==> src/isa_pkg.sv <==
`default_nettype none

package isa_pkg;

	localparam int WORD_W = 32;
	localparam int NUM_REGS = 32;
	localparam int REG_ADDR_W = 5;
	localparam int OP_W = 6;
	localparam int FUNCT_W = 6;
	localparam int IMM_W = 16;

	// bit positions of the instruction fields.
	localparam int OP_MSB = 31;
	localparam int OP_LSB = 26;
	localparam int RS_MSB = 25;
	localparam int RS_LSB = 21;
	localparam int RT_MSB = 20;
	localparam int RT_LSB = 16;
	localparam int RD_MSB = 15;
	localparam int RD_LSB = 11;
	localparam int FUNCT_MSB = 5;
	localparam int FUNCT_LSB = 0;
	localparam int IMM_MSB = 15;
	localparam int IMM_LSB = 0;

	localparam logic [OP_W-1:0] OP_RTYPE = 6'h00;
	localparam logic [OP_W-1:0] OP_LUI = 6'h0f;
	localparam logic [OP_W-1:0] OP_ORI = 6'h0d;
	localparam logic [OP_W-1:0] OP_LW = 6'h23;
	localparam logic [OP_W-1:0] OP_SW = 6'h2b;
	localparam logic [OP_W-1:0] OP_BEQ = 6'h04;
	localparam logic [FUNCT_W-1:0] FUNCT_ADDU = 6'h21;
	localparam logic [FUNCT_W-1:0] FUNCT_SUBU = 6'h23;

	typedef logic [WORD_W-1:0] word_t;

	typedef enum logic [3:0] {
		KIND_ADDU,
		KIND_SUBU,
		KIND_LUI,
		KIND_ORI,
		KIND_LW,
		KIND_SW,
		KIND_BEQ,
		KIND_NOP,
		KIND_UNKNOWN
	} instr_kind_t;

endpackage

`default_nettype wire
==> src/core_pkg.sv <==
`default_nettype none

package core_pkg;

	localparam int IM_DEPTH = 256;
	localparam int DM_DEPTH = 256;
	localparam int MEM_ADDR_W = 8; // both memories are word addressed.

	typedef enum logic {WB_ADDR_RD, WB_ADDR_RT} wb_addr_sel_t;
	typedef enum logic {WB_DATA_ALU, WB_DATA_MEM} wb_data_sel_t;
	typedef enum logic {ALU_SRC_RT, ALU_SRC_IMM} alu_src_sel_t;
	typedef enum logic [1:0] {ALU_ADD, ALU_SUB, ALU_OR} alu_op_t;
	typedef enum logic [1:0] {EXT_ZERO, EXT_SIGN, EXT_PAD} ext_mode_t;

	typedef struct packed {
		wb_addr_sel_t wb_addr_sel;
		wb_data_sel_t wb_data_sel;
		alu_src_sel_t alu_src_sel;
		alu_op_t alu_op;
		ext_mode_t ext_mode;
		logic rf_we;
		logic dm_we;
		logic branch_eq;
	} ctrl_word_t;

	// control word of an instruction that changes nothing but the pc.
	localparam ctrl_word_t CTRL_IDLE = '{
		wb_addr_sel: WB_ADDR_RT,
		wb_data_sel: WB_DATA_ALU,
		alu_src_sel: ALU_SRC_RT,
		alu_op: ALU_OR,
		ext_mode: EXT_ZERO,
		rf_we: 1'b0,
		dm_we: 1'b0,
		branch_eq: 1'b0
	};

	typedef struct packed {
		logic valid;
		logic [MEM_ADDR_W-1:0] addr;
		isa_pkg::word_t data;
	} prog_wr_t;

	typedef struct packed {
		logic valid;
		isa_pkg::word_t pc;
		isa_pkg::word_t instr;
		logic rf_we;
		logic [isa_pkg::REG_ADDR_W-1:0] rf_addr;
		isa_pkg::word_t rf_data;
		logic dm_we;
		isa_pkg::word_t dm_addr;
	} commit_t;

endpackage

`default_nettype wire

==> src/control.sv <==
`default_nettype none

module control (
	input isa_pkg::word_t instr,
	output isa_pkg::instr_kind_t kind,
	output core_pkg::ctrl_word_t ctrl
);

	import isa_pkg::*;
	import core_pkg::*;

	logic [OP_W-1:0] opcode;
	logic [FUNCT_W-1:0] funct;

	assign opcode = instr[OP_MSB:OP_LSB];
	assign funct = instr[FUNCT_MSB:FUNCT_LSB];

	always_comb begin
		if (instr == '0) begin
			kind = KIND_NOP; // checked first since it shares the r-type opcode.
		end else begin
			case (opcode)
				OP_RTYPE: begin
					if (funct == FUNCT_ADDU) begin
						kind = KIND_ADDU;
					end else if (funct == FUNCT_SUBU) begin
						kind = KIND_SUBU;
					end else begin
						kind = KIND_UNKNOWN;
					end
				end
				OP_LUI: kind = KIND_LUI;
				OP_ORI: kind = KIND_ORI;
				OP_LW: kind = KIND_LW;
				OP_SW: kind = KIND_SW;
				OP_BEQ: kind = KIND_BEQ;
				default: kind = KIND_UNKNOWN;
			endcase
		end
	end

	always_comb begin
		ctrl = CTRL_IDLE;
		case (kind)
			KIND_ADDU, KIND_SUBU: begin
				ctrl.wb_addr_sel = WB_ADDR_RD;
				ctrl.alu_op = (kind == KIND_ADDU) ? ALU_ADD : ALU_SUB;
				ctrl.rf_we = 1'b1;
			end
			KIND_LUI, KIND_ORI: begin
				ctrl.alu_src_sel = ALU_SRC_IMM;
				ctrl.ext_mode = (kind == KIND_LUI) ? EXT_PAD : EXT_ZERO; // lui ors the pad into zero.
				ctrl.rf_we = 1'b1;
			end
			KIND_LW: begin
				ctrl.wb_data_sel = WB_DATA_MEM;
				ctrl.alu_src_sel = ALU_SRC_IMM;
				ctrl.alu_op = ALU_ADD;
				ctrl.ext_mode = EXT_SIGN;
				ctrl.rf_we = 1'b1;
			end
			KIND_SW: begin
				ctrl.alu_src_sel = ALU_SRC_IMM;
				ctrl.alu_op = ALU_ADD;
				ctrl.ext_mode = EXT_SIGN;
				ctrl.dm_we = 1'b1;
			end
			KIND_BEQ: begin
				ctrl.alu_op = ALU_SUB;
				ctrl.branch_eq = 1'b1;
			end
			default: ctrl = CTRL_IDLE;
		endcase
	end

endmodule

`default_nettype wire

==> config.mk <==
export PLATFORM = sky130hd
export DESIGN_NAME = control
export DESIGN_NICKNAME = d
export VERILOG_FILES = /design/src/isa_pkg.sv /design/src/core_pkg.sv /design/src/control.sv
export SDC_FILE = /design/constraint.sdc
export NUM_CORES = 1
export LEC_CHECK = 0
export ABC_AREA = 1
export ABC_CLOCK_PERIOD_IN_PS = 2410
export BUFFER_PORTS_ARGS = -buffer_cell sky130_fd_sc_hd__buf_4
export CAP_MARGIN = 5
export CELL_PAD_IN_SITES_DETAIL_PLACEMENT = 0
export CELL_PAD_IN_SITES_GLOBAL_PLACEMENT = 1
export CORE_ASPECT_RATIO = 0.75
export CORE_MARGIN = 2
export CORE_UTILIZATION = 18
export DETAILED_ROUTE_END_ITERATION = 10
export MAX_ROUTING_LAYER = met4
export PLACE_DENSITY_LB_ADDON = 0.25
export SLEW_MARGIN = 20
export SYNTH_ARGS = -nofsm -noshare
export SYNTH_HDL_FRONTEND = slang
export SYNTH_SLANG_ARGS = --single-unit
==> constraint.sdc <==
create_clock -name vclk -period 2.41
set_clock_uncertainty 0.15 [all_clocks]
set_input_delay 0.482 -clock vclk [all_inputs]
set_output_delay 0.482 -clock vclk [all_outputs]
set_load 0.01 [all_outputs]
Yosys cells after proc, flatten, opt, wreduce, memory -nomap -nowiden
Index checks and enable logic that the tools add are counted.

Register bits after elaboration: 0. Latch bits: 0. Bits in writable memories: 0. ROM bits: 0. Output and inout bits: 14. Logic and storage cells: 35. Memories: 0.

Add/sub/neg operators: 0. $mul: 0. Divide/modulo/power cells: 0. Order comparisons: 0. Eq/ne operators: 13. Shift-type cells: 0. Muxes and demuxes: 14. Bitwise operators: 0. Reductions and logical operators: 8.

Operator list (count): $logic_not A32 Y1 (1); $eq A6 B6 Y1 const B (4); $pmux W4 S6 (1); $eq A4 B3 Y1 const B (3); $eq A6 B4 Y1 const B (2); $mux W4 (3); $eq A4 B2 Y1 const B (2); $mux W1 (7); $eq A6 B3 Y1 const B (1); $logic_not A6 Y1 (1); $pmux W2 S3 (1); $reduce_or A2 Y1 (3); $reduce_or A5 Y1 (1); $eq A4 B1 Y1 const B (1); $logic_not A4 Y1 (1); $pmux W2 S2 (1); $reduce_or A4 Y1 (1); $mux W2 (1).

Logic depth before layout (Yosys ltp)
Gate-level depths: netlist (run 1).

Word-level depth: 8. Gate-level depth with buffers: 8.

Worst setup path before layout (run 1)
No wires, ideal clock.

Kind: input port to output port. Start point: input instr[3]. End point: output ctrl[5] (netlist name). Data arrival time: 1.256 ns. Data required time: 1.778 ns. Path slack: 0.522 ns. Cell stages on the path: 4. Path buffers: 0. Cell sequence: nor2_1 > nand3_1 > or2_2 > o21ai_0.

RTL lines: from (decl) (line control.sv:4) `input isa_pkg::word_t instr,`; to (decl) (line control.sv:6) `output core_pkg::ctrl_word_t ctrl`.

==> impl_results.md, run 1 <==
* Count of unique library cells instantiated by Yosys at 13
* Detailed-route DRC error count at 0
* Number of clock-tree buffers in the layout at 0
* Final count of negative-setup-slack endpoints at 0
* Status: finished clean
* Vias after detailed routing at 581
* Number of max-capacitance violations reported at 0
* Critical Path Start Type: primary input
* Most used cells in the layout excluding fill and tap cells: sky130_fd_sc_hd__buf_4 (46), sky130_fd_sc_hd__nor2_1 (29), sky130_fd_sc_hd__nand2_1 (20)
* Critical path arrival at 1.52 ns
* Per-cell routed wire length at 7.68 µm
* Yosys top cell area share at 32.5%
* Number of global-route vias before repair at 496
* Growth of design area from synthesis to finish at 111%
* Diodes inserted at 0
* TritonRoute pass-1 iters at 2
* Share of the clock period used by the worst path after layout at 89.4%
* Post-layout min period at 2.16 ns
* Total of cells resized after clock tree synthesis at 0
* Proportion of layout cells with a drive suffix above 1 at 43.1%
* Placeable core region at 1740 µm²
* Number of nets in the layout at 157
* Number of fill cells in the layout at 193
* Total Routing Usage GR at 11.2%
* Number of hold violations in the final report at 0
* Leakage power figure at 0.000428 µW
* Crit. End Element: output pin
* Aggregate routed wire length at 1.11 mm
* Cts-stage hold buffer count at 0
* Initial standard-cell utilization of the core at 19.3%
* Worst max-slew margin expressed relative to the limit at 85.0%
* Die area at 2230 µm²
* Synth Net Count at 109
* Setup TNS Final at 0 ns
* Highest ir drop seen on vdd at 53.9 µV
* Area occupied by multi-input gates at 294 µm²
* Summed instance area of the synthesized netlist at 335 µm²
* Total power of the final layout at 82.6 µW
* Max-slew violations at 0
* Final Wtd Congestion at 0.726
* Register area share after synthesis at 0%
* Count of synthesis-stage warnings from yosys at 0
* Synth top area cells: sky130_fd_sc_hd__nor2_1 (32%), sky130_fd_sc_hd__nand2_1 (22%), sky130_fd_sc_hd__inv_1 (12%), sky130_fd_sc_hd__nand3_1 (7.5%), sky130_fd_sc_hd__nor2_2 (5.6%)
* Cell taking the most area after synthesis: sky130_fd_sc_hd__nor2_1
* Delay of the slowest cell on the worst path at 0.18 ns
* Transition time of the tightest slew-check pin at 0.223 ns
* Antenna violations before repair at 0
* Initial DRC count at 3
* Top cell family by delay on the critical path: simple AND/OR/NAND/NOR gates
* Sequential cell count of the final layout at 0
* # IOs at 46
* Setup repair after global routing missed its margin: false
* Crit path kind: in -> out
* Die Width at 53.8 µm
* Post-Syn Area per Cell at 4.35 µm²
* Port Buffer Count at 46
* Max Fanout on Critical Path at 4
* Pwr Density at 117 nW/µm²
* Cell row count at 13
* Synthesized netlist cell count at 77
* Worst-path cell with the longest stage delay: sky130_fd_sc_hd__nor2_1
* Fmax at 464 MHz
* Height of the chip at 41.4 µm
* Min-Delay Path Class: in -> out
* Largest net degree at the start of global routing at 6
* Fin cells at 145
* Per-cell via count in the routed design at 4.01
* Total grt overflow at 0
* Wire length of the first global-routing pass at 1.86 mm
* Chain of cells forming the critical path: buf_4 > nor2_1 > nand3_1 > nand2_1 > nor2_1 > nor2_4 > nand3b_1 > buf_4
* Number of buffer and inverter stages on the critical path at 2
* Sequential cell area in the final layout at 0 µm²
* Final HPWL DP at 1.06 mm
* Antenna Violating Nets Remaining at 0
* Total placed cells including tap cells at 145
* Commonest non-fill, non-tap cell in the layout: sky130_fd_sc_hd__buf_4
* Post-CTS setup repair buffer count at 0
* Required @ worst endpoint at 1.78 ns
-- worst min-delay path, stage by stage --
cell,delay (ns)
sky130_fd_sc_hd__buf_4,0.09
sky130_fd_sc_hd__nor4_1,0.04
sky130_fd_sc_hd__buf_4,0.13
-- area by class of cell --
type	instances	area share (%)
Timing Repair Buffer	46	48.8
Inverter	11	5.83
Tap cell	22	3.89
Multi-Input combinational cell	66	41.5
-- power by group --
group	leakage [µW]	internal [µW]	switching [µW]
clock	0	0	0
combinational	0.000428	50.0	32.6
sequential	0	0	0
-- logic make-up after synthesis --
logic type	Yosys count	synth area share, %
buf+inv	11	12.3
compound gates	4	7.46
simple gates	62	80.2
-- stage by stage --
step	instance area [µm²]	utilization (%)	worst slack [ns]	hold slack, ns
floorplan	335	-	0.522	0.867
global placement	708	40.7	0.263	1.08
detailed placement	708	40.7	0.241	1.09
CTS	708	40.7	0.238	1.09
global route	708	40.7	0.0580	1.10
finish	708	40.7	0.255	1.09
-- worst paths after layout --
path | start | endpoint | cells past startpoint | slack [ns]
setup / recovery | instr[26] | ctrl[9] | 8 | 0.25
hold / removal | instr[31] | ctrl[4] | 3 | 1.09
-- synthesized netlist by cell type --
cell                       count
sky130_fd_sc_hd__a21oi_2       1
sky130_fd_sc_hd__inv_1        11
sky130_fd_sc_hd__nand2_1      20
sky130_fd_sc_hd__nand3_1       5
sky130_fd_sc_hd__nand3_2       1
sky130_fd_sc_hd__nand3b_1      1
sky130_fd_sc_hd__nor2_1       29
sky130_fd_sc_hd__nor2_2        3
sky130_fd_sc_hd__nor2_4        1
sky130_fd_sc_hd__nor4_1        1
sky130_fd_sc_hd__o21ai_0       2
sky130_fd_sc_hd__o22ai_1       1
sky130_fd_sc_hd__or2_2         1
-- metal layers --
metal	up-vias	share of wire (%)	track usage (%)
li1	328	-	-
met1	221	46	14.0
met3	0	12	0
met2	32	42	22.0
met4	0	0	0
met5	-	0	-
Power figures use the tool's default switching activity.
==> run 2: changes to the inputs <==
Settings changed: CORE_MARGIN 2 to 10.
==> run 2 against run 1 <==
Compared with the run above:
- cell count unchanged
- count of clock-buffer cells in the layout unchanged
- total power increased by 0.51%
- die area increased by 80%
- maximum frequency decreased by 0.24%
- critical path type unchanged
- largest cell class unchanged
==> impl_results.md, run 2 (synthesized netlist as in run 1, its figures left out) <==
* Final HPWL DP at 1.41 mm
* Detailed-route DRC error count at 0
* Post-layout min period at 2.16 ns
* Crit path kind: in -> out
* Critical path arrival at 1.53 ns
* Sequential cell area in the final layout at 0 µm²
* Net Sw Frac at 39.7%
* Placeable core region at 1760 µm²
* Leakage power figure at 0.000428 µW
* Number of hold violations in the final report at 0
* Required @ worst endpoint at 1.78 ns
* Height of the chip at 57.4 µm
* Min-Delay Path Class: in -> out
* Total power of the final layout at 83.0 µW
* Clock share of power at 0%
* Number of fill cells in the layout at 204
* Diodes inserted at 0
* Max Fanout on Critical Path at 4
* Highest ir drop seen on vdd at 49.0 µV
* Worst-path cell with the longest stage delay: sky130_fd_sc_hd__nor2_1
* Net switching power of the design at 33.0 µW
* Total placed cells including tap cells at 145
* Final count of negative-setup-slack endpoints at 0
* Core utilization of the finished layout at 40.3%
* Critical hold path startpoint: instr[31]
* Number of nets in the layout at 157
* Largest net degree at the start of global routing at 6
* Total Routing Usage GR at 6.59%
* Total of cells resized after clock tree synthesis at 0
* Initial standard-cell utilization of the core at 19.1%
* Max-slew violations at 0
* Chain of cells forming the critical path: buf_4 > nor2_1 > nand3_1 > nor2_1 > nor2_4 > a21oi_2 > buf_4
* Antenna Violating Nets Remaining at 0
* Number of max-capacitance violations reported at 0
* Pwr Density at 117 nW/µm²
* Transition time of the tightest slew-check pin at 0.233 ns
* Aggregate routed wire length at 1.47 mm
* Proportion of layout cells with a drive suffix above 1 at 43.1%
* Worst max-slew margin expressed relative to the limit at 84.4%
* # IOs at 46
* Share of the clock period used by the worst path after layout at 89.7%
* Setup repair after global routing missed its margin: false
* Total grt overflow at 0
* Per-cell via count in the routed design at 3.98
* Cell row count at 13
* Setup TNS Final at 0 ns
* TritonRoute pass-1 iters at 3
* Crit. End Element: output pin
* Antenna violations before repair at 0
* Post-CTS setup repair buffer count at 0
* Final Wtd Congestion at 0.699
* Register share of total power at 0%
* Vias after detailed routing at 577
* Die area at 4010 µm²
* Cell internal pwr at 50.0 µW
* Growth of design area from synthesis to finish at 111%
* Initial DRC count at 19
* Per-cell routed wire length at 10.1 µm
* Status: finished clean
* Portion of total power attributed to combinational logic at 100.0%
* Cts-stage hold buffer count at 0
* Delay of the slowest cell on the worst path at 0.22 ns
* Port Buffer Count at 46
* Most used cells in the layout excluding fill and tap cells: sky130_fd_sc_hd__buf_4 (46), sky130_fd_sc_hd__nor2_1 (29), sky130_fd_sc_hd__nand2_1 (20)
* Die Width at 69.8 µm
* Number of global-route vias before repair at 587
* Startpoint of the worst setup timing path: instr[28]
* Critical Path Start Type: primary input
* Wire length of the first global-routing pass at 2.35 mm
* Fmax at 463 MHz
* Commonest non-fill, non-tap cell in the layout: sky130_fd_sc_hd__buf_4
* Sequential cell count of the final layout at 0
* Fin cells at 145
* Number of clock-tree buffers in the layout at 0
-- run 2: cell counts in the layout (fill, tap and decap cells not counted) --
No cell type changed its count.
-- run 2: path summary, 6_finish.rpt --
| kind | to | slack [ns] | depth (start not counted) |
|---|---|---|---|
| max | ctrl[6] | 0.25 | 7 |
| min | ctrl[4] | 1.09 | 3 |
-- run 2: stage by stage --
stage                     cell area [µm²]  worst slack (ns)  hold WS (ns)
after detailed placement              708             0.241          1.09
after global routing                  708             0.116          1.10
after floorplan                       335             0.522         0.867
after global placement                708             0.262          1.09
final                                 708             0.249          1.09
after CTS                             708             0.240          1.09
-- run 2: power groups by stage --
stage / Clock (µW) / Sequential, µW / Combinational (µW)
final: 0 / 0 / 83.0
after global placement: 0 / 0 / 83.3
after floorplan: 0 / 0 / 27.5
after CTS: 0 / 0 / 84.0
after detailed placement: 0 / 0 / 83.8
after global routing: 0 / 0 / 92.3
-- run 2: routing by layer --
layer / vias up / part of all wire [%] / wire (µm) / track usage, %
li1: 327 / - / - / -
met1: 217 / 52 / 767 / 8.75
met2: 33 / 37 / 547 / 9.94
met3: 0 / 10 / 154 / 2.25
met4: 0 / 0 / 0 / 0
met5: - / 0 / 0 / -
-- run 2: layout make-up --
class / count / area [µm²] / share of cell area (%)
timing repair buffer: 46 / 345 / 48.8
multi-input combinational: 66 / 294 / 41.5
inverter: 11 / 41.3 / 5.83
tap: 22 / 27.5 / 3.89
-- run 2: worst max-delay path, delay by kind of cell --
family | cells | cell delay (ns)
AND/OR/NAND/NOR | 4 | 0.67
buffers and inverters | 2 | 0.25
AO/OA/AOI/OAI | 1 | 0.13
