<file path="config.mk">
export PLATFORM = sky130hd
export DESIGN_NAME = execute_unit
export DESIGN_NICKNAME = d
export VERILOG_FILES = /design/src/isa_pkg.sv /design/src/core_pkg.sv /design/src/execute_unit.sv
export SDC_FILE = /design/constraint.sdc
export NUM_CORES = 1
export LEC_CHECK = 0
export BUFFER_PORTS_ARGS = -buffer_cell sky130_fd_sc_hd__buf_2
export CELL_PAD_IN_SITES_DETAIL_PLACEMENT = 1
export CELL_PAD_IN_SITES_GLOBAL_PLACEMENT = 1
export CORE_MARGIN = 1.5
export CORE_UTILIZATION = 41
export DETAILED_ROUTE_END_ITERATION = 10
export GPL_TIMING_DRIVEN = 0
export PLACE_DENSITY_LB_ADDON = 0.1
export SLEW_MARGIN = 20
export SYNTH_ARGS = -nofsm -noshare
export SYNTH_HDL_FRONTEND = slang
export SYNTH_SLANG_ARGS = --single-unit
</file>
<file path="constraint.sdc">
create_clock -name vclk -period 23.6
set_clock_uncertainty 0.05 [all_clocks]
set_input_delay 5.9 -clock vclk [all_inputs]
set_output_delay 5.9 -clock vclk [all_outputs]
set_load 0.02 [all_outputs]
</file>
<file path="src/isa_pkg.sv">
`default_nettype none

package isa_pkg;

	localparam int WORD_W = 32;
	localparam int NUM_REGS = 32;
	localparam int REG_ADDR_W = 5;
	localparam int OP_W = 6;
	localparam int FUNCT_W = 6;
	localparam int IMM_W = 16;

	// bit positions of the instruction fields.
	localparam int OP_MSB = 31;
	localparam int OP_LSB = 26;
	localparam int RS_MSB = 25;
	localparam int RS_LSB = 21;
	localparam int RT_MSB = 20;
	localparam int RT_LSB = 16;
	localparam int RD_MSB = 15;
	localparam int RD_LSB = 11;
	localparam int FUNCT_MSB = 5;
	localparam int FUNCT_LSB = 0;
	localparam int IMM_MSB = 15;
	localparam int IMM_LSB = 0;

	localparam logic [OP_W-1:0] OP_RTYPE = 6'h00;
	localparam logic [OP_W-1:0] OP_LUI = 6'h0f;
	localparam logic [OP_W-1:0] OP_ORI = 6'h0d;
	localparam logic [OP_W-1:0] OP_LW = 6'h23;
	localparam logic [OP_W-1:0] OP_SW = 6'h2b;
	localparam logic [OP_W-1:0] OP_BEQ = 6'h04;
	localparam logic [FUNCT_W-1:0] FUNCT_ADDU = 6'h21;
	localparam logic [FUNCT_W-1:0] FUNCT_SUBU = 6'h23;

	typedef logic [WORD_W-1:0] word_t;

	typedef enum logic [3:0] {
		KIND_ADDU,
		KIND_SUBU,
		KIND_LUI,
		KIND_ORI,
		KIND_LW,
		KIND_SW,
		KIND_BEQ,
		KIND_NOP,
		KIND_UNKNOWN
	} instr_kind_t;

endpackage

`default_nettype wire
</file>
<file path="src/core_pkg.sv">
`default_nettype none

package core_pkg;

	localparam int IM_DEPTH = 256;
	localparam int DM_DEPTH = 256;
	localparam int MEM_ADDR_W = 8; // both memories are word addressed.

	typedef enum logic {WB_ADDR_RD, WB_ADDR_RT} wb_addr_sel_t;
	typedef enum logic {WB_DATA_ALU, WB_DATA_MEM} wb_data_sel_t;
	typedef enum logic {ALU_SRC_RT, ALU_SRC_IMM} alu_src_sel_t;
	typedef enum logic [1:0] {ALU_ADD, ALU_SUB, ALU_OR} alu_op_t;
	typedef enum logic [1:0] {EXT_ZERO, EXT_SIGN, EXT_PAD} ext_mode_t;

	typedef struct packed {
		wb_addr_sel_t wb_addr_sel;
		wb_data_sel_t wb_data_sel;
		alu_src_sel_t alu_src_sel;
		alu_op_t alu_op;
		ext_mode_t ext_mode;
		logic rf_we;
		logic dm_we;
		logic branch_eq;
	} ctrl_word_t;

	// control word of an instruction that changes nothing but the pc.
	localparam ctrl_word_t CTRL_IDLE = '{
		wb_addr_sel: WB_ADDR_RT,
		wb_data_sel: WB_DATA_ALU,
		alu_src_sel: ALU_SRC_RT,
		alu_op: ALU_OR,
		ext_mode: EXT_ZERO,
		rf_we: 1'b0,
		dm_we: 1'b0,
		branch_eq: 1'b0
	};

	typedef struct packed {
		logic valid;
		logic [MEM_ADDR_W-1:0] addr;
		isa_pkg::word_t data;
	} prog_wr_t;

	typedef struct packed {
		logic valid;
		isa_pkg::word_t pc;
		isa_pkg::word_t instr;
		logic rf_we;
		logic [isa_pkg::REG_ADDR_W-1:0] rf_addr;
		isa_pkg::word_t rf_data;
		logic dm_we;
		isa_pkg::word_t dm_addr;
	} commit_t;

endpackage

`default_nettype wire

</file>
<file path="src/execute_unit.sv">
`default_nettype none

module execute_unit (
	input logic [isa_pkg::IMM_W-1:0] imm,
	input isa_pkg::word_t rs_data,
	input isa_pkg::word_t rt_data,
	input core_pkg::ctrl_word_t ctrl,
	output isa_pkg::word_t alu_result,
	output logic eq
);

	import isa_pkg::*;
	import core_pkg::*;

	word_t imm_ext;
	word_t operand_b;

	always_comb begin
		case (ctrl.ext_mode)
			EXT_ZERO: imm_ext = {{(WORD_W-IMM_W){1'b0}}, imm};
			EXT_SIGN: imm_ext = {{(WORD_W-IMM_W){imm[IMM_W-1]}}, imm};
			EXT_PAD: imm_ext = {imm, {(WORD_W-IMM_W){1'b0}}};
			default: imm_ext = '0;
		endcase
	end

	assign operand_b = (ctrl.alu_src_sel == ALU_SRC_IMM) ? imm_ext : rt_data;

	// sums wrap around, as addu and subu never trap.
	always_comb begin
		case (ctrl.alu_op)
			ALU_ADD: alu_result = rs_data + operand_b;
			ALU_SUB: alu_result = rs_data - operand_b;
			ALU_OR: alu_result = rs_data | operand_b;
			default: alu_result = '0;
		endcase
	end

	assign eq = (rs_data == rt_data);

endmodule

`default_nettype wire

</file>
=== Yosys cells after proc, flatten, opt, wreduce, memory -nomap -nowiden ===
Index checks and enable logic that the tools add are counted.

* Register bits: 0
* Input port bits: 90
* Output and inout port bits: 33
* Logic and storage cells: 13

* $add $sub $neg: 2
* Eq/ne operators: 5
* Mux-type cells: 3
* Bitwise operators: 1
* Reductions and logical operators: 2

{| class="wikitable"
|+ Operators with widths
! cell !! number
|-
| $pmux 32 s3 || 2
|-
| $add 32x32->32 || 1
|-
| $eq 32x32->1 || 1
|-
| $mux 32 || 1
|-
| $or 32x32->32 || 1
|-
| $sub 32x32->32 || 1
|-
| $eq 2x1->1 const B || 2
|-
| $eq 2x2->1 const B || 2
|-
| $logic_not 2->1 || 2
|}

=== Depth between registers and ports, before layout ===
Gate-level depths: netlist (run 1).

* Depth after elaboration: 5
* Depth in mapped cells: 23
* Mapped depth without buffers: 20

=== Least setup slack after synthesis (run 1) ===
OpenSTA, ideal clock, no wires.

* Kind: in2out
* Start: input ctrl[3] (netlist name)
* End: output alu_result[31]
* Arrival: 10.216 ns
* Data required time: 17.650 ns
* Slack: 7.434 ns
* Stages on the path: 19
* Buffers on the path: 2
* Cell sequence: and4b_1 -> buf_2 -> a311o_1 -> and4bb_2 -> nand4bb_2 -> o21ai_0 -> nand3_1 -> a21oi_1 -> xor2_1 -> ha_1 -> clkbuf_1 -> a21o_1 -> a21oi_1 -> o21ai_0 -> a21o_1 -> a2111o_1 -> o211ai_1 -> o21ai_1 -> a2111oi_2

* Cells in the longest elaborated chain, start to end: 5
* Elaborated cells on any way between the ends: 9
* Classes of those cells: 2 x add/sub; 2 x eq/ne; 3 x mux; 1 x bitwise; 1 x reduce/logical

{| class="wikitable"
|+ RTL lines
! item !! line !! RTL
|-
| start, declared || execute_unit.sv:7 || <nowiki>input core_pkg::ctrl_word_t ctrl,</nowiki>
|-
| $eq 2x2->1 (tied with other cells) || execute_unit.sv:19 || <nowiki>case (ctrl.ext_mode)</nowiki>
|-
| $pmux 32 s3 (*) || execute_unit.sv:19 ||
|-
| $mux 32 (*) || execute_unit.sv:27 || <nowiki>assign operand_b = (ctrl.alu_src_sel == ALU_SRC_IMM) ? imm_ext : rt_data;</nowiki>
|-
| $sub 32x32->32 (tied with other cells) || execute_unit.sv:33 || <nowiki>ALU_SUB: alu_result = rs_data - operand_b;</nowiki>
|-
| $pmux 32 s3 (*) || execute_unit.sv:31 || <nowiki>case (ctrl.alu_op)</nowiki>
|-
| end, declared || execute_unit.sv:8 || <nowiki>output isa_pkg::word_t alu_result,</nowiki>
|}

Mark *: on every way between the ends. The rest lies on a longest branch, timed or not.

=== Final worst setup path (run 1) ===
* Start: input ctrl[7] (netlist name)
* End: output alu_result[30]

* Cells in the longest elaborated chain, start to end: 3
* Elaborated cells on any way between the ends: 5
* Classes of those cells: 2 x add/sub; 2 x mux; 1 x bitwise

{| class="wikitable"
|+ RTL lines
! item !! line
|-
| $mux 32 (*) || execute_unit.sv:27
|-
| $sub 32x32->32 (tied with other cells) || execute_unit.sv:33
|-
| $pmux 32 s3 (*) || execute_unit.sv:31
|}

Marked as above.

==> impl_metrics.csv, run 1 <==
group,metric,value,unit
grt,grt_antenna_before_repair,0,
worst_hold_path,hold_class,"primary input to primary output",
power_and_ir_drop,vdd_drop_max,20.3,uV
cells_and_area,fill_cells,1318,
floorplanning,die_area,10300,um^2
place,placed_cell_area,4720,um^2
grt,grt_first_pass_wirelength,27400,um
place,port-buffer-count,117,
timing,period_needed,17.52,ns
timing,timing.final.crit_share,74.2,%
timing,tns,0,ns
synthesis,synth_cells,611,
routing,highest_layer,"met4",
critical_path,endpoint_kind,"primary output",
timing,timing.final.hold_violations,0,
critical_path,path_class,"primary input to primary output",
timing,max_freq,57.1,MHz
run,drv_cap,0,
routing,ant_nets,0,
grt,grt.total_usage,34.0,%
place,place_congestion,1.02,
cells_and_area,area_growth,18.8,%
routing,route.detailed.drc,0,
floorplanning,fp.dieW,101,um
synthesis,yosys-top-cells-count,"69 x a21oi_1, 57 x xor2_1, 53 x nor2_1",
synthesis,yosysTopAreaCellShare,12.6,%
routing,met1Wirelength,8140,um
critical_path,critPathSlowestCell,"a2111oi_0",
timing,rsz0062_at_grt,"no",
routing,wl_met2,8000,um
power_and_ir_drop,power_density,38.3,nW/um^2
clock_network,cts_resized,0,
outcome,outcome,"finished, final reports clean",
grt,grt_pass1_vias,5186,
cells_and_area,drive_above_1_share,18.3,%
synthesis,synth.most_common_cell,"a21oi_1",
timing,tightest_slew,0.897,ns
power_and_ir_drop,total_leakage_power,2.24,nW
critical_path,max_stage_delay,0.53,ns
synthesis,synth_top_cell_by_area,"xor2_1",
routing,vias,5286,
critical_path,cp.required,17.65,ns
critical_path,cp_top_family,"compound AO/OA/AOI/OAI gates",
routing,drt-total-wl,17700,um
synthesis,ys_warn_count,0,
critical_path,crit_buf_inv,5,
cells_and_area,flops_and_latches,0,
grt,grt_max_degree,11,
floorplanning,rows,35,
cells_and_area,design_area,4720,um^2
synthesis,synthTopCellsByArea,"xor2_1 13%, ha_1 10%, a21oi_1 8.7%",
timing,report.final.slew_viol_count,0,
routing,wl_met3,1250,um
clock_network,post_cts_buffers,0,
routing,first_pass_iters,5,
grt,gr-total-overflow,0,
synthesis,ys_seq_area_share,0,%
routing,vias_per_cell,6.17,
floorplanning,initial_core_util,42.6,%
timing,setup_viol_count_final,0,
cells_and_area,seqCellArea,0,um^2
cells_and_area,clock_buffers,0,
critical_path,startpoint_type,"primary input",
routing,wl_per_cell,20.7,um
cells_and_area,n_antenna_cell,0,
timing,max_slew_margin,39.6,%
critical_path,arrival,11.57,ns
cells_and_area,nNetsFinal,854,
critical_path,path_cells,"buf_2, inv_1, clkbuf_1, clkbuf_1, a22oi_1, ha_1, nand4b_1, a21oi_1, nand2_1, nand2_1, nand2_1, xnor2_1, ha_1, a21oi_1, o21ai_0, a211o_1, a21oi_1, o21bai_1, a2111oi_0, a211o_1, buf_2",
routing,drt_iter0_drc,337,
synthesis,synth_nets,735,
floorplanning,core_area,9330,um^2
place,dp.final_hpwl,15000,um
floorplanning,die_h,101,um
critical_path,cp_max_fo,10,
synthesis,synth_area_per_cell,6.51,um^2
floorplanning,io_pins,123,
synthesis,synth_area,3980,um^2
synthesis,synth_cell_type_count,63,
clock_network,cts_hold_buf,0,
[placed cells by master (no fill, tap or decap), types with 4 or more instances in the layout]
cell type / count
o21bai_1: 9
or3_1: 10
o21a_1: 4
nor2b_1: 15
inv_1: 27
nand2_1: 46
nor2_1: 53
a22oi_1: 14
buf_2: 121
ha_1: 33
nand2b_1: 4
xnor2_1: 31
a211o_1: 4
o21ai_0: 50
nand3b_1: 5
o211ai_1: 4
xor2_1: 57
a21o_1: 23
nand3_1: 14
clkbuf_1: 24
o31ai_1: 7
a21oi_1: 69
nor3_1: 15
a31oi_1: 7
a311o_1: 9
nand4_1: 8
nor4_1: 13
[stage by stage]
stage / setup WS, ns / power, mW / util [%] / hold WS [ns] / std cells
2_1_floorplan: 7.43 / 0.122 / - / 11.98 / 611
3_3_place_gp: 6.42 / 0.173 / 50.6 / 12.23 / 857
3_5_place_dp: 6.28 / 0.178 / 50.6 / 12.22 / 857
4_1_cts: 6.26 / 0.179 / 50.6 / 12.22 / 857
5_1_grt: 5.74 / 0.196 / 50.6 / 12.25 / 857
6_report: 6.08 / 0.181 / 50.6 / 12.21 / 857
[logic make-up (layout without fill, tap and decap cells)]
| logic type | count (synthesis) | in the layout | synth area share [%] |
|---|---|---|---|
| AOI/OAI and AO/OA | 222 | 222 | 36.4 |
| and+or+nand+nor | 205 | 205 | 26.6 |
| buffers and inverters | 59 | 176 | 5.98 |
| adders and majority gates | 34 | 34 | 10.9 |
| xor gates and xnor gates | 88 | 88 | 19.4 |
| muxes | 3 | 3 | 0.755 |
[routing by layer]
metal / track usage [%] / vias to the layer above
met5: 0 / -
met4: 6.30 / 0
met3: 2.48 / 24
met2: 57.3 / 240
met1: 47.9 / 2544
li1: - / 2478
[power breakdown]
part	switching, mW	internal [mW]
clock	0	0
combinational	0.112	0.0689
sequential	0	0
total	0.112	0.0689
[path summary, 6_finish.rpt]
kind	cells past startpoint	slack [ns]	startpoint	end
worst max-delay path	21	6.08	ctrl[7]	alu_result[30]
worst min-delay path	4	12.21	rs_data[20]	alu_result[20]
[final cells by class]
type	count	area [um^2]	area share, %
multi-input combinational	552	3740	79.1
tap	129	161	3.42
inverter	27	101	2.15
timing repair buffer	117	586	12.4
buffer	32	136	2.89
(Power assumes the default switching activity.)
==> run 2, diff against run 1 <==
--- a/config.mk
+++ b/config.mk
@@ -5,11 +5,12 @@
 export SDC_FILE = /design/constraint.sdc
 export NUM_CORES = 1
 export LEC_CHECK = 0
+export ABC_AREA = 1
 export BUFFER_PORTS_ARGS = -buffer_cell sky130_fd_sc_hd__buf_2
 export CELL_PAD_IN_SITES_DETAIL_PLACEMENT = 1
 export CELL_PAD_IN_SITES_GLOBAL_PLACEMENT = 1
 export CORE_MARGIN = 1.5
-export CORE_UTILIZATION = 41
+export CORE_UTILIZATION = 36
 export DETAILED_ROUTE_END_ITERATION = 10
 export GPL_TIMING_DRIVEN = 0
 export PLACE_DENSITY_LB_ADDON = 0.1
==> constraint.sdc (replaced) <==
create_clock -name vclk -period 16.8
set_clock_uncertainty 0.05 [all_clocks]
set_input_delay 4.2 -clock vclk [all_inputs]
set_output_delay 4.2 -clock vclk [all_outputs]
set_load 0.02 [all_outputs]
==> impl_metrics.csv, run 2 <==
group,metric,value,unit
outcome,outcome,"finished, final reports clean",
floorplanning,io_pins,123,
critical_path,crit_cells,28,
timing,timing.final.hold_violations,0,
synthesis,synth_nets,889,
routing,vias_per_cell,5.55,
power_and_ir_drop,finalPower,0.257,mW
critical_path,cp_max_fo,10,
grt,grt_max_degree,11,
timing,setup_viol_count_final,0,
critical_path,crit_buf_inv,8,
timing,setup_ws,4.30,ns
cells_and_area,flops_and_latches,0,
clock_network,post_cts_buffers,0,
floorplanning,die_area,12000,um^2
cells_and_area,final_common_cell,"nand2_1",
floorplanning,fp.dieW,109,um
floorplanning,rows,38,
synthesis,synthTopCellsByArea,"nand2_1 19%, xor2_1 13%, ha_1 10%",
clock_network,cts_resized,0,
routing,first_pass_iters,5,
power_and_ir_drop,total_leakage_power,2.64,nW
timing,max_slew_margin,48.1,%
floorplanning,core_area,10900,um^2
cells_and_area,seqCellArea,0,um^2
synthesis,synth_top_cell_by_area,"nand2_1",
grt,grt_pass1_vias,5705,
cells_and_area,nNetsFinal,1008,
power_and_ir_drop,vdd_drop_max,24.5,uV
place,dp_cells,1022,
synthesis,synth_cell_type_count,39,
synthesis,synth_area_per_cell,5.33,um^2
grt,gr-total-overflow,0,
routing,drt_iter0_drc,326,
routing,met1Wirelength,8930,um
routing,wl_met2,8600,um
critical_path,cp.required,12.55,ns
critical_path,path_class,"primary input to primary output",
cells_and_area,design_area,4840,um^2
place,dp.final_hpwl,16300,um
critical_path,critPathSlowestCell,"ha_1",
cells_and_area,area_growth,18.7,%
cells_and_area,drive_above_1_share,17.2,%
timing,max_freq,80.0,MHz
synthesis,synth_cells,765,
cells_and_area,fin_util,44.2,%
routing,wl_per_cell,18.2,um
synthesis,ys_seq_area_share,0,%
synthesis,synth.most_common_cell,"nand2_1",
timing,timing.final.crit_share,74.4,%
routing,drt-total-wl,18600,um
cells_and_area,fill_cells,1683,
timing,rsz0062_at_grt,"no",
place,pre_cts_ws,4.42,ns
grt,grt.total_usage,31.2,%
worst_hold_path,hold_class,"primary input to primary output",
synthesis,synth_area,4080,um^2
place,place_congestion,0.904,
cells_and_area,instances_no_fill,1022,
routing,vias,5671,
timing,holdWs,8.72,ns
routing,highest_layer,"met4",
grt,grt_first_pass_wirelength,29100,um
timing,period_needed,12.50,ns
cells_and_area,layout_common_cells,"210 x nand2_1, 122 x buf_2, 81 x o21ai_0",
timing,tns,0,ns
floorplanning,initial_core_util,37.3,%
timing,tightest_slew,0.778,ns
cells_and_area,n_antenna_cell,0,
critical_path,arrival,8.25,ns
place,placed_cell_area,4840,um^2
critical_path,crit_top_cell,"nand2_1",
critical_path,max_stage_delay,0.37,ns
synthesis,yosys-top-cells-count,"210 x nand2_1, 81 x o21ai_0, 80 x inv_1",
run,drv_cap,0,
floorplanning,die_h,109,um
synthesis,yosysTopAreaCellShare,19.3,%
power_and_ir_drop,power_density,53.0,nW/um^2
routing,ant_nets,0,
critical_path,cp_top_family,"simple AND/OR/NAND/NOR gates",
cells_and_area,multi_input_area,3630,um^2
grt,grt_antenna_before_repair,0,
clock_network,cts_hold_buf,0,
timing,report.final.slew_viol_count,0,
critical_path,endpoint_kind,"primary output",
place,port-buffer-count,117,
worst_hold_path,worstHoldPathCells,3,
synthesis,ys_warn_count,0,
cells_and_area,clock_buffers,0,
routing,route.detailed.drc,0,
critical_path,startpoint_type,"primary input",
routing,wl_met3,732,um
[run 2: metal layers]
metal / global-route usage (%) / up-vias
met5: 0 / -
met1: 43.4 / 2716
met2: 53.7 / 160
li1: - / 2769
met3: 1.13 / 26
met4: 5.66 / 0
[run 2: final timing paths]
path | start | end | slack, ns
min | ctrl[5] | alu_result[0] | 8.72
max | ctrl[4] | alu_result[31] | 4.30
[run 2: cell type report]
class | instances | share of cell area [%]
plain buffers | 19 | 2.38
multi-input cells | 658 | 75.1
well taps | 140 | 3.62
inverters | 88 | 6.83
repair buffers | 117 | 12.1
[run 2: where the power goes]
part / total (mW) / internal, mW / switching (mW)
combinational: 0.257 / 0.0852 / 0.171
clock: 0 / 0 / 0
sequential: 0 / 0 / 0
[run 2: cell families after synthesis]
family	count (synthesis)	synth area share, %
AO/OA/AOI/OAI	164	21.8
XOR/XNOR	71	15.3
adder cells (fa/ha/maj)	34	10.6
buffers and inverters	107	10.9
AND/OR/NAND/NOR	389	41.4
==> run 3, diff against run 2 <==
--- a/config.mk
+++ b/config.mk
@@ -10,7 +10,7 @@
 export CELL_PAD_IN_SITES_DETAIL_PLACEMENT = 1
 export CELL_PAD_IN_SITES_GLOBAL_PLACEMENT = 1
 export CORE_MARGIN = 1.5
-export CORE_UTILIZATION = 36
+export CORE_UTILIZATION = 32
 export DETAILED_ROUTE_END_ITERATION = 10
 export GPL_TIMING_DRIVEN = 0
 export PLACE_DENSITY_LB_ADDON = 0.1
==> constraint.sdc (replaced) <==
create_clock -name vclk -period 10.12
set_clock_uncertainty 0.05 [all_clocks]
set_input_delay 2.53 -clock vclk [all_inputs]
set_output_delay 2.53 -clock vclk [all_outputs]
set_load 0.02 [all_outputs]
==> impl_metrics.csv, run 3 (same netlist as run 2, synthesis figures left out) <==
group,metric,value,unit
outcome,outcome,"finished, final reports clean",
floorplanning,io_pins,123,
cells_and_area,instances_no_fill,1054,
floorplanning,fp.dieW,116,um
cells_and_area,drive_above_1_share,17.2,%
critical_path,startpoint_type,"primary input",
clock_network,cts_resized,0,
power_and_ir_drop,p_comb_share,100.0,%
routing,vias_per_cell,5.29,
timing,rsz0062_at_grt,"no",
power_and_ir_drop,switching_share,67.1,%
place,dp.final_hpwl,17000,um
cells_and_area,final_common_cell,"nand2_1",
timing,timing.final.crit_share,89.7,%
cells_and_area,seqCellArea,0,um^2
timing,setup_ws,1.04,ns
worst_hold_path,hold_class,"primary input to primary output",
cells_and_area,fill_cells,1883,
critical_path,endpoint_kind,"primary output",
power_and_ir_drop,switchingPower,0.287,mW
routing,ant_nets,0,
grt,grt_first_pass_wirelength,29100,um
timing,setup_viol_count_final,0,
power_and_ir_drop,power_density,87.8,nW/um^2
grt,grt_max_degree,11,
grt,grt_pass1_vias,5472,
floorplanning,rows,41,
cells_and_area,clock_buffers,0,
clock_network,post_cts_buffers,0,
critical_path,arrival,6.50,ns
worst_hold_path,worstHoldPathCells,3,
critical_path,path_class,"primary input to primary output",
floorplanning,die_area,13400,um^2
routing,route.detailed.drc,0,
worst_hold_path,hold-path-endpoint,"alu_result[0]",
critical_path,cp_max_fo,10,
routing,vias,5580,
power_and_ir_drop,total_leakage_power,2.64,nW
timing,tightest_slew,0.779,ns
cells_and_area,multi_input_area,3630,um^2
cells_and_area,flops_and_latches,0,
run,drv_cap,0,
timing,report.final.slew_viol_count,0,
grt,grt_antenna_before_repair,0,
power_and_ir_drop,vdd_drop_max,36.5,uV
clock_network,cts_hold_buf,0,
timing,max_freq,110,MHz
grt,gr-total-overflow,0,
cells_and_area,layout_common_cells,"210 x nand2_1, 122 x buf_2, 81 x o21ai_0",
power_and_ir_drop,intPower,0.141,mW
place,port-buffer-count,117,
place,place_congestion,0.914,
place,dp_cells,1054,
routing,drt_iter0_drc,330,
timing,timing.final.hold_violations,0,
critical_path,cp.required,7.54,ns
worst_hold_path,hold_path.startpoint,"ctrl[5]",
floorplanning,core_area,12500,um^2
routing,first_pass_iters,4,
cells_and_area,n_antenna_cell,0,
timing,max_slew_margin,48.1,%
cells_and_area,area_growth,19.6,%
power_and_ir_drop,pwr-share-clk,0,%
power_and_ir_drop,pwr-share-seq,0,%
floorplanning,die_h,116,um
routing,drt-total-wl,19000,um
grt,grt.total_usage,28.0,%
routing,wl_per_cell,18.0,um
timing,tns,0,ns
cells_and_area,nNetsFinal,1008,
floorplanning,initial_core_util,32.6,%
place,pre_cts_ws,1.09,ns
power_and_ir_drop,finalPower,0.428,mW
timing,period_needed,9.08,ns
## run 3: cell counts in the layout (fill, tap and decap cells not counted)
Identical to the previous run, type by type.
## run 3: worst max-delay path: stages
cell	delay (ns)
buf_4	0.14
inv_2	0.05
buf_6	0.13
nand2_1	0.08
o22ai_1	0.14
inv_1	0.11
ha_1	0.17
inv_1	0.04
nor2_1	0.26
nand4_2	0.21
nor2_4	0.17
nand3_1	0.11
nor2_1	0.19
nor2_1	0.08
xnor2_1	0.16
ha_1	0.34
a21o_1	0.21
a21oi_1	0.22
nor2_1	0.07
nor3_1	0.19
nand2_1	0.08
a21oi_1	0.34
inv_1	0.08
nand2_1	0.07
nand3_1	0.07
nand2_1	0.07
buf_2	0.16
## run 3: power groups by stage
stage / combinational [mW] / sequential (mW) / clock (mW)
after floorplan: 0.281 / 0 / 0
after global placement: 0.412 / 0 / 0
after detailed placement: 0.422 / 0 / 0
after CTS: 0.424 / 0 / 0
after global routing: 0.473 / 0 / 0
final: 0.428 / 0 / 0
## run 3: worst max path at each step
stage	from	slack, ns	to
2_1_floorplan	ctrl[4]	1.83	alu_result[30]
3_3_place_gp	ctrl[4]	1.14	alu_result[31]
5_1_grt	ctrl[4]	0.62	alu_result[31]
4_1_cts	ctrl[4]	1.08	alu_result[31]
6_report	ctrl[4]	1.04	alu_result[31]
3_5_place_dp	ctrl[4]	1.09	alu_result[31]
## run 3: stage by stage
stage	utilization (%)	area, um^2	hold WS (ns)
4_1_cts	39.0	4880	5.38
5_1_grt	39.0	4880	5.41
3_3_place_gp	39.0	4880	5.37
3_5_place_dp	39.0	4880	5.37
6_report	39.0	4880	5.38
2_1_floorplan	-	4080	5.15
## run 3: routing by layer
layer | wire length [um] | vias to the layer above | track usage [%]
met5 | 0 | - | 0
met2 | 8650 | 156 | 47.5
met1 | 9340 | 2636 | 40.6
met4 | 235 | 0 | 3.01
li1 | - | 2773 | -
met3 | 791 | 15 | 1.20
## run 3: area by class of cell
cell class,count,area share [%]
Tap cell,172,4.41
Buffer,19,2.36
Timing Repair Buffer,117,12.0
Multi-Input combinational cell,658,74.4
Inverter,88,6.77
